[config.mk]
export PLATFORM = sky130hd
export DESIGN_NAME = hazard_top
export DESIGN_NICKNAME = d
export VERILOG_FILES = /design/src/design/pipe_pkg.sv /design/src/design/csr_pkg.sv /design/src/design/stage_shadow.sv /design/src/design/hazard_detect.sv /design/src/design/hazard_csr.sv /design/src/design/hazard_top.sv
export VERILOG_INCLUDE_DIRS = /design/src /design/src/design
export SDC_FILE = /design/constraint.sdc
export NUM_CORES = 1
export LEC_CHECK = 0
export BUFFER_PORTS_ARGS = -buffer_cell sky130_fd_sc_hd__clkbuf_2
export CORE_ASPECT_RATIO = 1.75
export CORE_MARGIN = 1
export CORE_UTILIZATION = 55
export DETAILED_ROUTE_END_ITERATION = 12
export GPL_ROUTABILITY_DRIVEN = 0
export PLACE_DENSITY = 0.75
export SYNTH_ARGS = -nofsm -noshare
export SYNTH_HDL_FRONTEND = slang
export SYNTH_SLANG_ARGS = --single-unit
export TNS_END_PERCENT = 1
[constraint.sdc]
create_clock -name clk -period 5 [get_ports clk]
set_input_delay 0.25 -clock clk [delete_from_list [all_inputs] [get_ports clk]]
set_output_delay 0.25 -clock clk [all_outputs]
set_load 0.01 [all_outputs]
[src/design/hazard_defs.svh]
`ifndef HAZARD_DEFS_SVH
`define HAZARD_DEFS_SVH

// datapath widths
`define XLEN            64
`define REG_ADDR_WIDTH  5

// register block address space, byte offsets
`define AXIL_ADDR_WIDTH 4

`define REG_CTRL        4'h0    // fwd_en, memchk_en, clear
`define REG_RAW_STALLS  4'h4    // load-use and no-forward stalls
`define REG_MEM_STALLS  4'h8    // store-to-load stalls

`endif

[src/design/pipe_pkg.sv]
`include "hazard_defs.svh"

package pipe_pkg;

    // operand source picked for the decode stage
    typedef enum logic [1:0] {
        FWD_NONE = 2'd0,
        FWD_EX   = 2'd1,
        FWD_MEM  = 2'd2,
        FWD_WB   = 2'd3
    } fwd_sel_t;

    typedef enum logic [1:0] {
        MEM_NONE  = 2'd0,
        MEM_LOAD  = 2'd1,
        MEM_STORE = 2'd2
    } mem_op_t;

    // one in-flight destination, 8 bits
    typedef struct packed {
        logic                       valid;
        logic                       wen;
        logic                       is_load;    // result late, needs one bubble
        logic [`REG_ADDR_WIDTH-1:0] rd;
    } dest_info_t;

    // pending store, doubleword granularity
    typedef struct packed {
        logic             valid;
        logic [`XLEN-4:0] addr;
    } store_info_t;

endpackage

[src/design/csr_pkg.sv]
package csr_pkg;

    typedef enum logic [1:0] {
        RESP_OKAY   = 2'b00,
        RESP_SLVERR = 2'b10
    } axi_resp_t;

    // control register at REG_CTRL
    typedef struct packed {
        logic [28:0] rsvd;
        logic        clr_cnt;   // write one, reads back zero
        logic        memchk_en;
        logic        fwd_en;
    } ctrl_reg_t;

    // reset state of the control bits
    localparam logic CTRL_FWD_EN_RST    = 1'b1;
    localparam logic CTRL_MEMCHK_EN_RST = 1'b1;

    // counter width matches the bus data width
    localparam int CNT_WIDTH = 32;

endpackage

[src/design/stage_shadow.sv]
`timescale 1ns/1ps
`include "hazard_defs.svh"

// shift chain that mirrors what sits in EX, MEM, WB
module stage_shadow #(
    parameter type payload_t = logic [7:0],
    parameter int  DEPTH     = 3
) (
    input  logic     clk,
    input  logic     rst_n,
    input  payload_t advance_in,     // entry leaving decode
    input  logic     hold_bubble,    // decode not accepted this cycle
    output payload_t taps [DEPTH]    // taps[0] is the youngest
);

    payload_t chain_q [DEPTH];
    payload_t head_d;

    // zero payload means an empty slot
    assign head_d = hold_bubble ? payload_t'('0) : advance_in;

    always_ff @(posedge clk or negedge rst_n) begin
        if (!rst_n) begin
            for (int i = 0; i < DEPTH; i++) begin
                chain_q[i] <= payload_t'('0);
            end
        end else begin
            chain_q[0] <= head_d;
            // older stages just age by one
            for (int i = 1; i < DEPTH; i++) begin
                chain_q[i] <= chain_q[i-1];
            end
        end
    end

    always_comb begin
        for (int i = 0; i < DEPTH; i++) begin
            taps[i] = chain_q[i];
        end
    end

endmodule

[src/design/hazard_detect.sv]
`timescale 1ns/1ps
`include "hazard_defs.svh"

module hazard_detect import pipe_pkg::*; (
    input  logic                       id_valid,
    input  logic [`REG_ADDR_WIDTH-1:0] id_rs1,
    input  logic [`REG_ADDR_WIDTH-1:0] id_rs2,
    input  logic                       id_use_rs1,
    input  logic                       id_use_rs2,
    input  logic [`REG_ADDR_WIDTH-1:0] id_rd,
    input  logic                       id_wen,
    input  mem_op_t                    id_mem_op,
    input  logic [`XLEN-1:0]           id_base,
    input  logic [`XLEN-1:0]           id_imm,
    input  dest_info_t                 dest_taps [3],   // ex, mem, wb
    input  store_info_t                store_taps [2],  // ex, mem
    input  logic                       fwd_en,
    input  logic                       memchk_en,
    output logic                       stall,
    output logic                       raw_stall,
    output logic                       mem_stall,
    output fwd_sel_t                   fwd_rs1,
    output fwd_sel_t                   fwd_rs2,
    output dest_info_t                 dest_entry,
    output store_info_t                store_entry
);

    logic [2:0]       hit_rs1;  // bit 0 ex, bit 1 mem, bit 2 wb
    logic [2:0]       hit_rs2;
    logic [1:0]       st_hit;
    logic             raw_rs1;
    logic             raw_rs2;
    logic [`XLEN-1:0] eff_addr;
    logic [`XLEN-4:0] eff_dw;
    logic             is_load;

    function automatic logic src_match(input logic                       used,
                                       input logic [`REG_ADDR_WIDTH-1:0] rs,
                                       input dest_info_t                 ent);
        return used && ent.valid && ent.wen && (ent.rd == rs) && (rs != '0);
    endfunction

    // youngest producer wins
    function automatic fwd_sel_t pick_src(input logic [2:0] hit);
        fwd_sel_t sel;
        if (hit[0]) begin
            sel = FWD_EX;
        end else if (hit[1]) begin
            sel = FWD_MEM;
        end else if (hit[2]) begin
            sel = FWD_WB;
        end else begin
            sel = FWD_NONE;
        end
        return sel;
    endfunction

    always_comb begin
        for (int s = 0; s < 3; s++) begin
            hit_rs1[s] = src_match(id_use_rs1, id_rs1, dest_taps[s]);
            hit_rs2[s] = src_match(id_use_rs2, id_rs2, dest_taps[s]);
        end
    end

    // without forwarding every match waits, with it only a load in EX does
    assign raw_rs1 = fwd_en ? (hit_rs1[0] && dest_taps[0].is_load) : |hit_rs1;
    assign raw_rs2 = fwd_en ? (hit_rs2[0] && dest_taps[0].is_load) : |hit_rs2;

    assign raw_stall = id_valid && (raw_rs1 || raw_rs2);

    assign eff_addr = id_base + id_imm;
    assign eff_dw   = eff_addr[`XLEN-1:3];  // doubleword index
    assign is_load  = (id_mem_op == MEM_LOAD);

    always_comb begin
        for (int s = 0; s < 2; s++) begin
            st_hit[s] = store_taps[s].valid && (store_taps[s].addr == eff_dw);
        end
    end

    assign mem_stall = id_valid && memchk_en && is_load && |st_hit;
    assign stall     = raw_stall || mem_stall;

    assign fwd_rs1 = (id_valid && fwd_en && !stall) ? pick_src(hit_rs1) : FWD_NONE;
    assign fwd_rs2 = (id_valid && fwd_en && !stall) ? pick_src(hit_rs2) : FWD_NONE;

    // entries for the shadows, dropped by hold_bubble when not accepted
    assign dest_entry.valid   = id_valid;
    assign dest_entry.wen     = id_wen;
    assign dest_entry.is_load = is_load;
    assign dest_entry.rd      = id_rd;

    assign store_entry.valid = id_valid && (id_mem_op == MEM_STORE);
    assign store_entry.addr  = eff_dw;

endmodule

[src/design/hazard_csr.sv]
`timescale 1ns/1ps
`include "hazard_defs.svh"

module hazard_csr import pipe_pkg::*, csr_pkg::*; (
    input  logic                        clk,
    input  logic                        rst_n,
    input  logic [`AXIL_ADDR_WIDTH-1:0] awaddr,
    input  logic                        awvalid,
    output logic                        awready,
    input  logic [31:0]                 wdata,
    input  logic                        wvalid,
    output logic                        wready,
    output axi_resp_t                   bresp,
    output logic                        bvalid,
    input  logic                        bready,
    input  logic [`AXIL_ADDR_WIDTH-1:0] araddr,
    input  logic                        arvalid,
    output logic                        arready,
    output logic [31:0]                 rdata,
    output axi_resp_t                   rresp,
    output logic                        rvalid,
    input  logic                        rready,
    input  logic                        raw_stall,
    input  logic                        mem_stall,
    output logic                        fwd_en,
    output logic                        memchk_en
);

    ctrl_reg_t            wr_ctrl;
    ctrl_reg_t            rd_ctrl;
    logic                 wr_fire;
    logic                 rd_fire;
    logic                 clr_cnt;
    axi_resp_t            wr_resp;
    axi_resp_t            rd_resp;
    logic [31:0]          rd_val;
    logic [1:0]           cause;
    logic [CNT_WIDTH-1:0] stall_cnt [2];    // 0 raw, 1 mem

    // one transaction per direction, ready drops while the response waits
    assign awready = !bvalid;
    assign wready  = !bvalid;
    assign arready = !rvalid;

    assign wr_fire = awvalid && wvalid && !bvalid;
    assign rd_fire = arvalid && !rvalid;

    assign wr_ctrl = ctrl_reg_t'(wdata);
    assign clr_cnt = wr_fire && (awaddr == `REG_CTRL) && wr_ctrl.clr_cnt;

    always_comb begin
        case (awaddr)
            `REG_CTRL, `REG_RAW_STALLS, `REG_MEM_STALLS: wr_resp = RESP_OKAY;
            default:                                     wr_resp = RESP_SLVERR;
        endcase
    end

    always_ff @(posedge clk or negedge rst_n) begin
        if (!rst_n) begin
            bvalid    <= 1'b0;
            fwd_en    <= CTRL_FWD_EN_RST;
            memchk_en <= CTRL_MEMCHK_EN_RST;
        end else if (wr_fire) begin
            bvalid <= 1'b1;
            if (awaddr == `REG_CTRL) begin
                fwd_en    <= wr_ctrl.fwd_en;
                memchk_en <= wr_ctrl.memchk_en;
            end
        end else if (bready) begin
            bvalid <= 1'b0;     // held until the master takes it
        end
    end

    always_ff @(posedge clk) begin
        if (wr_fire) begin
            bresp <= wr_resp;
        end
    end

    always_comb begin
        rd_ctrl           = '0;
        rd_ctrl.fwd_en    = fwd_en;
        rd_ctrl.memchk_en = memchk_en;
        rd_resp           = RESP_OKAY;
        case (araddr)
            `REG_CTRL:       rd_val = rd_ctrl;
            `REG_RAW_STALLS: rd_val = stall_cnt[0];
            `REG_MEM_STALLS: rd_val = stall_cnt[1];
            default: begin
                rd_val  = '0;
                rd_resp = RESP_SLVERR;
            end
        endcase
    end

    always_ff @(posedge clk or negedge rst_n) begin
        if (!rst_n) begin
            rvalid <= 1'b0;
        end else if (rd_fire) begin
            rvalid <= 1'b1;
        end else if (rready) begin
            rvalid <= 1'b0;
        end
    end

    always_ff @(posedge clk) begin
        if (rd_fire) begin
            rdata <= rd_val;
            rresp <= rd_resp;
        end
    end

    assign cause = {mem_stall, raw_stall};

    // saturating counters, clear wins over a count in the same cycle
    for (genvar c = 0; c < 2; c++) begin : g_cnt
        always_ff @(posedge clk or negedge rst_n) begin
            if (!rst_n) begin
                stall_cnt[c] <= '0;
            end else if (clr_cnt) begin
                stall_cnt[c] <= '0;
            end else if (cause[c] && !(&stall_cnt[c])) begin
                stall_cnt[c] <= stall_cnt[c] + 1'b1;
            end
        end
    end

endmodule

[src/design/hazard_top.sv]
`timescale 1ns/1ps
`include "hazard_defs.svh"

module hazard_top import pipe_pkg::*; (
    input  logic                        clk,
    input  logic                        rst_n,
    input  logic                        id_valid,
    input  logic [`REG_ADDR_WIDTH-1:0]  id_rs1,
    input  logic [`REG_ADDR_WIDTH-1:0]  id_rs2,
    input  logic                        id_use_rs1,
    input  logic                        id_use_rs2,
    input  logic [`REG_ADDR_WIDTH-1:0]  id_rd,
    input  logic                        id_wen,
    input  mem_op_t                     id_mem_op,
    input  logic [`XLEN-1:0]            id_base,
    input  logic [`XLEN-1:0]            id_imm,
    output logic                        stall,
    output fwd_sel_t                    fwd_rs1,
    output fwd_sel_t                    fwd_rs2,
    input  logic [`AXIL_ADDR_WIDTH-1:0] awaddr,
    input  logic                        awvalid,
    output logic                        awready,
    input  logic [31:0]                 wdata,
    input  logic [3:0]                  wstrb,      // full-word writes only
    input  logic                        wvalid,
    output logic                        wready,
    output logic [1:0]                  bresp,
    output logic                        bvalid,
    input  logic                        bready,
    input  logic [`AXIL_ADDR_WIDTH-1:0] araddr,
    input  logic                        arvalid,
    output logic                        arready,
    output logic [31:0]                 rdata,
    output logic [1:0]                  rresp,
    output logic                        rvalid,
    input  logic                        rready
);

    dest_info_t  dest_taps [3];
    store_info_t store_taps [2];
    dest_info_t  dest_entry;
    store_info_t store_entry;
    logic        raw_stall;
    logic        mem_stall;
    logic        fwd_en;
    logic        memchk_en;
    logic        hold_bubble;

    // nothing enters EX unless decode is valid and not stalled
    assign hold_bubble = stall || !id_valid;

    hazard_detect u_detect (
        .id_valid    (id_valid),
        .id_rs1      (id_rs1),
        .id_rs2      (id_rs2),
        .id_use_rs1  (id_use_rs1),
        .id_use_rs2  (id_use_rs2),
        .id_rd       (id_rd),
        .id_wen      (id_wen),
        .id_mem_op   (id_mem_op),
        .id_base     (id_base),
        .id_imm      (id_imm),
        .dest_taps   (dest_taps),
        .store_taps  (store_taps),
        .fwd_en      (fwd_en),
        .memchk_en   (memchk_en),
        .stall       (stall),
        .raw_stall   (raw_stall),
        .mem_stall   (mem_stall),
        .fwd_rs1     (fwd_rs1),
        .fwd_rs2     (fwd_rs2),
        .dest_entry  (dest_entry),
        .store_entry (store_entry)
    );

    stage_shadow #(.payload_t(dest_info_t), .DEPTH(3)) u_dest_shadow (
        .clk         (clk),
        .rst_n       (rst_n),
        .advance_in  (dest_entry),
        .hold_bubble (hold_bubble),
        .taps        (dest_taps)
    );

    stage_shadow #(.payload_t(store_info_t), .DEPTH(2)) u_store_shadow (
        .clk         (clk),
        .rst_n       (rst_n),
        .advance_in  (store_entry),
        .hold_bubble (hold_bubble),
        .taps        (store_taps)
    );

    hazard_csr u_csr (
        .clk       (clk),
        .rst_n     (rst_n),
        .awaddr    (awaddr),
        .awvalid   (awvalid),
        .awready   (awready),
        .wdata     (wdata),
        .wvalid    (wvalid),
        .wready    (wready),
        .bresp     (bresp),
        .bvalid    (bvalid),
        .bready    (bready),
        .araddr    (araddr),
        .arvalid   (arvalid),
        .arready   (arready),
        .rdata     (rdata),
        .rresp     (rresp),
        .rvalid    (rvalid),
        .rready    (rready),
        .raw_stall (raw_stall),
        .mem_stall (mem_stall),
        .fwd_en    (fwd_en),
        .memchk_en (memchk_en)
    );

endmodule

==> flow_metrics.py, run 1 <==
metrics = {
    "die": {
        "die_h_um": 253,
        "core.rowCount": 91,
        "ios": 246,
        "die_w_um": 145,
        "initial_core_util_pct": 56.1,
    },
    "clock_tree": {
        "post_cts_buffers": 0,
        "cts_num_sinks": 248,
        "cts_buffers": 24,
        "cts_max_level": 1,
        "cts_buffer_depth": 3,
        "root_buffer": "clkbuf_16",
    },
    "run_status": {
        "outcome": "stopped before the end",
        "tool.error": "[ERROR GRT-0116] Global routing finished with congestion. Check the congestion regions in the DRC Viewer.",
        "lastStage": "global routing",
    },
    "yosys": {
        "async_flop_share_pct": 86.3,
        "yosysSeqAreaShare_pct": 32.2,
        "yosys.area.top_type": "dfrtp_1",
        "synth_area_per_cell_um2": 8.57,
        "synth_seq_cells": 248,
        "synth_top_area_share_pct": 26.8,
        "synth_ff_type": "dfrtp_1",
        "synthesis.area_um2": 19800,
        "synth_area_leaders": "dfrtp_1 27%, edfxtp_1 5.2%, xnor2_1 4.5%",
        "synth-edff-count": 34,
        "syn_inst": 2308,
        "synth.distinct_cells": 112,
        "yosysWarningCount": 0,
    },
    "place": {
        "dpl.hpwl_mm": 65.3,
        "io_buffers": 210,
        "placedCellCount": 3154,
    },
    "grt": {
        "grt_pass1_wl_mm": 144,
        "grt_pass1_vias": 23472,
        "gr-usage-all-layers_pct": 52.0,
        "grt-ovfl-total": 31,
        "grt_max_degree": 125,
    },
}
[kinds of logic after synthesis]
| family | count (synthesis) | share of synthesized area, % |
|---|---|---|
| AND/OR/NAND/NOR | 976 | 25.8 |
| other | 1 | 0.0189 |
| adder cells (fa/ha/maj) | 64 | 4.05 |
| flip-flops | 248 | 32.2 |
| multiplexers | 29 | 1.50 |
| XOR/XNOR | 202 | 11.0 |
| AO/OA/AOI/OAI | 627 | 21.8 |
| buffers and inverters | 161 | 3.58 |
[routing by layer]
metal | overflow | global-route usage (%)
met1 | 0 | 49.3
met3 | 0 | 29.1
met4 | 11 | 54.7
met5 | 0 | 2.30
met2 | 20 | 76.5
[stage by stage]
step / util, % / hold slack [ns] / area (um^2) / worst slack, ns / setup TNS (ns)
floorplan: - / -0.0456 / 19800 / 0.700 / 0
global placement: 65.5 / 0.316 / 23100 / -0.265 / -6.85
detailed placement: 65.5 / 0.314 / 23100 / -0.238 / -8.82
CTS: 68.5 / 0.0580 / 24200 / 0.0139 / 0
[synthesized netlist by cell type, types with 7 or more instances]
| library cell | count |
|---|---|
| o21ai_1 | 25 |
| o21ai_0 | 104 |
| nor2_1 | 228 |
| nor3_1 | 54 |
| clkbuf_1 | 46 |
| nor4_1 | 40 |
| a21o_1 | 19 |
| a22o_1 | 36 |
| o2111ai_1 | 16 |
| or2_2 | 20 |
| or4_1 | 21 |
| buf_2 | 49 |
| nand3b_1 | 11 |
| o211ai_1 | 29 |
| nand2_1 | 214 |
| xnor2_1 | 101 |
| a211oi_1 | 28 |
| or3_1 | 40 |
| a21oi_1 | 159 |
| a2111oi_0 | 15 |
| and3_1 | 29 |
| and4_1 | 20 |
| nor2b_1 | 19 |
| xor2_1 | 72 |
| o221ai_1 | 8 |
| edfxtp_1 | 34 |
| xnor3_1 | 19 |
| a31oi_1 | 18 |
| mux2i_1 | 23 |
| a22oi_1 | 8 |
| o21a_1 | 21 |
| ha_1 | 64 |
| nand3_1 | 76 |
| nand2b_1 | 25 |
| dfrtp_1 | 212 |
| o21bai_1 | 7 |
| nand4b_1 | 13 |
| a211o_1 | 14 |
| nor3b_1 | 9 |
| xor3_1 | 10 |
| nor4b_1 | 11 |
| nand4_1 | 93 |
| inv_1 | 50 |
| and2_1 | 20 |
[timing repair]
item	CTS
hold buffers	17
resized for setup	6
hold endpoints to repair	101
endpoints found under the setup margin	5
==> run 2, diff against run 1 <==
CORE_ASPECT_RATIO = unset   (was 1.75)
CORE_UTILIZATION = 40   (was 55)
PLACE_DENSITY = unset   (was 0.75)
PLACE_DENSITY_LB_ADDON = 0.15   (was unset)
==> run 2 against run 1 <==
Net effect: the flow now finishes, with violations (DRC); area after synthesis stayed put; synthesized cell count unchanged.
==> flow_metrics.py, run 2 <==
metrics = {
    "die": {
        "initial_core_util_pct": 40.5,
        "core_area_um2": 48800,
        "die_w_um": 224,
        "ios": 246,
        "die_h_um": 224,
        "core.rowCount": 81,
        "dieArea_um2": 50400,
    },
    "run_status": {
        "violations": "DRC",
        "outcome": "finished, violations left",
    },
    "cells_and_area": {
        "final_cells": 3502,
        "largest_reg_flops": 124,
        "area_growth_pct": 28.8,
        "layout_commonest_cell": "buf_4",
        "nNetsFinal": 3079,
        "diodes": 0,
        "multiInputGateArea_um2": 13100,
        "final.fill_count": 4619,
        "drive_gt1_share_pct": 26.2,
        "layout_common_cells": "349 x buf_4, 223 x nor2_1, 213 x nand2_1",
        "ff_latch_area_um2": 6380,
    },
    "sta": {
        "finalCritPeriodShare_pct": 99.8,
        "holdWs_ns": 0.0215,
        "period_minus_slack_ns": 4.99,
        "timing.fmax_mhz": 200,
        "worst_pin_slew_ns": 1.18,
        "final-hold-violation-count": 0,
        "skew_ns": 0.0379,
        "slew-limit-headroom_pct": 21.3,
        "rsz0062_at_grt": "true",
        "setup_viol": 0,
        "slew_viol_final": 0,
    },
    "grt": {
        "gr-usage-all-layers_pct": 31.5,
        "grt_pass1_vias": 20442,
        "grt_antenna_before_repair": 1,
        "grt_max_degree": 113,
        "grt_pass1_wl_mm": 121,
        "grt-ovfl-total": 0,
    },
    "setup_path": {
        "setup.worst_path.class": "input port to output port",
        "end_kind": "output port",
        "path_buf_inv": 4,
        "cp_max_fo": 7,
        "path_cells": "clkbuf_2 -> ha_1 -> nand2_1 -> or3_4 -> nor3_1 -> a21oi_1 -> buf_4 -> nand2_1 -> nor4b_1 -> nand4b_1 -> nor3_2 -> buf_4 -> nand4_1 -> o32a_1 -> or2_1 -> nand2_1 -> clkbuf_2",
        "critPathSlowestCell": "nor3_1",
        "arrival_ns": 4.74,
        "slowest_delay_ns": 0.68,
        "worstPathRequired_ns": 4.75,
        "crit_family": "simple AND/OR/NAND/NOR gates",
        "crit_top_cell": "nand2_1",
        "start_kind": "input port",
    },
    "yosys": {
        "yosysWarningCount": 0,
        "yosysSeqAreaShare_pct": 32.2,
        "async_flop_share_pct": 86.3,
        "synth_area_leaders": "dfrtp_1 27%, edfxtp_1 5.2%, xnor2_1 4.5%",
        "yosys.area.top_type": "dfrtp_1",
        "syn_inst": 2308,
        "synth.distinct_cells": 112,
        "synth-edff-count": 34,
        "synth_seq_cells": 248,
        "post-synth-top-count-cell": "nor2_1",
        "ys_top_cells_by_count": "228 x nor2_1, 214 x nand2_1, 212 x dfrtp_1",
        "synthesis.area_um2": 19800,
        "synth_ff_type": "dfrtp_1",
        "synth_area_per_cell_um2": 8.57,
        "synth_top_area_share_pct": 26.8,
    },
    "clock_tree": {
        "cts_tree": "yes",
        "insertion_delay_ns": 0.61,
        "cts_max_level": 1,
        "cts_buffers": 29,
        "path_clk_slew_ns": 0.06,
        "root_buffer": "clkbuf_16",
        "cts_buffer_depth": 3,
        "cts_num_sinks": 248,
    },
    "routing": {
        "dr.first_iter.drc_count": 2359,
        "wl_per_cell_um": 23.0,
        "drt-total-wl_mm": 80.7,
        "drc_errors": 2,
        "vias": 21463,
        "dr.pass1.iters": 12,
        "drt.antenna.violating_nets": 0,
        "vias_per_cell": 6.13,
    },
    "place": {
        "placedCellCount": 3424,
        "dpl.hpwl_mm": 64.7,
        "io_buffers": 210,
    },
    "flow_run": {
        "maxCapViolCount": 0,
    },
    "min_path": {
        "hold_path_class": "input port to flop",
    },
    "pwr": {
        "static-leakage-power_nw": 11.0,
        "power.density_nw_per_um2": 300,
        "peakVddDrop_mv": 0.205,
        "p_total_mw": 7.64,
    },
}
## run 2: routing by layer
layer	global-route usage (%)	wire, um	up-vias
met1	41.2	32800	10341
met3	7.34	8060	257
met2	49.4	35300	1151
met4	14.2	4520	2
met5	0	12	-
li1	-	-	9712
## run 2: cell type report
class                   count  share of cell area, %
clock buffers              43                   3.25
inverters                  51                  0.751
well taps                 664                   3.26
flip-flops and latches    248                   25.0
clock inverters            11                  0.672
multi-input cells        1900                   51.3
repair buffers            585                   15.8
## run 2: per-stage QoR
step	worst slack (ns)	instance area, um^2	util, %	TNS [ns]
2_1_floorplan	0.700	19800	-	0
3_3_place_gp	-0.321	23900	49.0	-21.08
3_5_place_dp	-0.332	23900	49.0	-19.78
4_1_cts	0.0141	25200	51.5	0
5_1_grt	-0.0729	25500	52.2	-0.280
6_report	0.0123	25500	52.2	0
## run 2: final timing paths
kind / slack [ns] / from / cells after the start / endpoint
max: 0.01 / id_base[21] / 17 / stall
min: 0.02 / id_valid / 2 / u_store_shadow.taps[101]
max reg2reg: 0.55 / u_store_shadow.taps[78] / 15 / u_dest_shadow.taps[21]
min reg2reg: 0.38 / u_dest_shadow.taps[14] / 0 / u_dest_shadow.taps[6]
max in group asynchronous: 3.45 / rst_n / 3 / u_csr.stall_cnt[42]
min in group asynchronous: 0.30 / rst_n / 2 / u_store_shadow.taps[29]
## run 2: power breakdown
group,total [mW],leakage [nW],switching [mW],internal [mW]
combinational,2.99,7.34,1.73,1.26
sequential,2.39,3.15,0.162,2.22
clock,2.27,0.488,0.913,1.35
## run 2: logic make-up (layout without fill, tap and decap cells)
family / Yosys count / after routing / synth area share (%)
other cells: 1 / 2 / 0.0189
buf+inv: 161 / 690 / 3.58
flops: 248 / 248 / 32.2
compound gates: 627 / 627 / 21.8
xor+xnor: 202 / 202 / 11.0
simple gates: 976 / 976 / 25.8
mux: 29 / 29 / 1.50
fa+ha+maj: 64 / 64 / 4.05
## run 2: worst reg2reg max path, stage by stage, from the launching register on
cell and delay [ns]:
dfrtp_1 0.41, xnor2_1 0.44, nor3_1 0.14, a21o_1 0.19
nor4_2 0.34, buf_4 0.17, nand4_1 0.15, nor4_2 0.31
buf_4 0.17, nand4_1 0.09, or4b_1 0.51, o32a_1 0.37
o21bai_4 0.26, buf_4 0.17, nor3b_1 0.04, dlygate4sd3_1 0.54
## run 2: repair_timing
item | CTS | global route
setup buffers | 2 | 5
hold buffers | 17 | 0
pin swaps | 2 | 8
endpoints found under the hold margin | 122 | 0
gates resized for setup | 10 | 75
setup endpoints to repair | 5 | 6
Power figures use the tool's default switching activity.
==> run 3, diff against run 2 <==
CORE_UTILIZATION = 45   (was 40)
==> run 3 against run 2 <==
Net effect: the run now ends clean; first-iteration DRC count rose by 25%; fmax barely moved; final cell count fell by 3.1%; register-to-register slack improved by 0.11 ns; die area fell by 11%; wire length fell by 2.2%; critical path type unchanged; critical endpoint unchanged; largest cell class unchanged; largest power group unchanged; highest routed layer unchanged.
==> flow_metrics.py, run 3 (synthesized netlist as in run 2, its figures left out) <==
metrics = {
    "run_status": {
        "outcome": "finished clean",
    },
    "sta": {
        "worst_pin_slew_ns": 1.16,
        "setup_tns_ns": 0,
        "holdWs_ns": 0.0280,
        "skew_ns": 0.0216,
        "setup_slack_ns": 0.0164,
        "slew_viol_final": 0,
        "period_minus_slack_ns": 4.98,
        "setup_viol": 0,
        "slew-limit-headroom_pct": 22.8,
        "finalCritPeriodShare_pct": 99.7,
        "final-hold-violation-count": 0,
        "timing.fmax_mhz": 201,
    },
    "clock_tree": {
        "cts_buffer_depth": 3,
        "insertion_delay_ns": 0.62,
        "root_buffer": "clkbuf_16",
        "cts_max_level": 1,
        "cts_tree": "yes",
        "cts_num_sinks": 248,
        "path_clk_slew_ns": 0.06,
        "cts_buffers": 30,
    },
    "pwr": {
        "p_switching_mw": 2.87,
        "pwr-share-seq_pct": 30.9,
        "p_int_mw": 4.85,
        "p_clk_share_pct": 30.4,
        "static-leakage-power_nw": 10.9,
        "power.density_nw_per_um2": 305,
        "peakVddDrop_mv": 0.319,
        "p_total_mw": 7.72,
        "switching_share_pct": 37.2,
        "pwr-share-comb_pct": 38.7,
    },
    "die": {
        "dieArea_um2": 44800,
        "die_w_um": 212,
        "die_h_um": 212,
        "core.rowCount": 76,
        "initial_core_util_pct": 45.7,
        "core_area_um2": 43300,
        "ios": 246,
    },
    "place": {
        "dpl_cell_area_um2": 23500,
        "placedCellCount": 3303,
        "dp_worst_setup_slack_ns": -0.241,
        "dpl.hpwl_mm": 62.2,
        "io_buffers": 210,
    },
    "setup_path": {
        "arrival_ns": 4.73,
        "setup.worst_path.class": "input port to output port",
        "cp_max_fo": 8,
        "worstPathRequired_ns": 4.75,
        "start_kind": "input port",
        "end_kind": "output port",
    },
    "routing": {
        "dr.first_iter.drc_count": 2954,
        "vias_per_cell": 6.33,
        "drc_errors": 0,
        "vias": 21468,
        "drt-total-wl_mm": 78.9,
        "wl_per_cell_um": 23.3,
        "dr.pass1.iters": 9,
        "drt.antenna.violating_nets": 0,
    },
    "grt": {
        "grt_max_degree": 113,
        "gr-usage-all-layers_pct": 34.7,
        "grt_antenna_before_repair": 4,
        "grt_pass1_vias": 20267,
        "grt-ovfl-total": 0,
        "grt_pass1_wl_mm": 118,
    },
    "cells_and_area": {
        "final.fill_count": 3816,
        "layout_common_cells": "311 x buf_4, 223 x nor2_1, 212 x dfrtp_1",
        "nNetsFinal": 3048,
        "multiInputGateArea_um2": 13200,
        "area_growth_pct": 27.9,
        "final_util_pct": 58.5,
        "largest_reg_flops": 124,
        "final_cells": 3393,
        "fin_area_um2": 25300,
        "drive_gt1_share_pct": 26.1,
        "ff_latch_area_um2": 6380,
        "layout_commonest_cell": "buf_4",
    },
    "min_path": {
        "hold_path_class": "input port to flop",
    },
    "flow_run": {
        "maxCapViolCount": 0,
    },
}
## run 3: what timing repair did
item | CTS | global route
hold endpoints to repair | 130 | 0
buffers inserted | 2 | 9
pin swaps | 1 | 19
gates resized for setup | 5 | 105
setup endpoints to repair | 5 | 5
hold buffers | 23 | 0
## run 3: final cells by class
class,count,area share [%]
Multi-Input combinational cell,1900,52.0
Sequential cell,248,25.2
Timing Repair Buffer,553,15.0
Clock buffer,43,3.47
Tap cell,585,2.89
Inverter,51,0.756
Clock inverter,12,0.692
Antenna cell,1,0.00988
## run 3: path summary, 6_finish.rpt
kind,start,end,slack (ns),depth (start not counted)
max in group asynchronous,rst_n,u_store_shadow.taps[45],3.46,3
worst min register to register,u_dest_shadow.taps[15],u_dest_shadow.taps[7],0.36,0
worst max-delay path,id_imm[12],stall,0.02,20
worst max register to register,u_store_shadow.taps[87],u_dest_shadow.taps[21],0.66,15
worst min-delay path,awvalid,u_csr.bresp[1],0.03,3
min in group asynchronous,rst_n,u_store_shadow.taps[22],0.35,2
## run 3: layer usage
layer  track usage, %  vias to the layer above  share of wire [%]
met5                0                        -              0.016
met4             18.2                        2                6.4
met3             8.78                      307                 11
met2             53.7                     1274                 43
met1             44.7                    10230                 40
li1                 -                     9655                  -
## run 3: power groups by stage
stage | clock network, mW | logic, mW | registers (mW)
CTS | 2.37 | 2.78 | 2.38
detailed placement | 0 | 2.74 | 2.42
finish | 2.34 | 2.99 | 2.39
global placement | 0 | 2.71 | 2.40
floorplan | 0 | 1.55 | 2.38
global route | 2.44 | 3.13 | 2.40
## run 3: critical path: stages
cell and delay (ns):
clkbuf_2 0.08, ha_2 0.41, buf_4 0.18, nand2_1 0.10, nor2_2 0.21, o211ai_1 0.30
buf_4 0.24, a21oi_2 0.25, buf_4 0.18, a221o_1 0.24, buf_4 0.15, nor3_1 0.04
a2111oi_1 0.41, nand4_1 0.31, nor4_2 0.33, nand4_1 0.21, o32a_1 0.31, or2_1 0.28
nand2_1 0.09, clkbuf_2 0.17
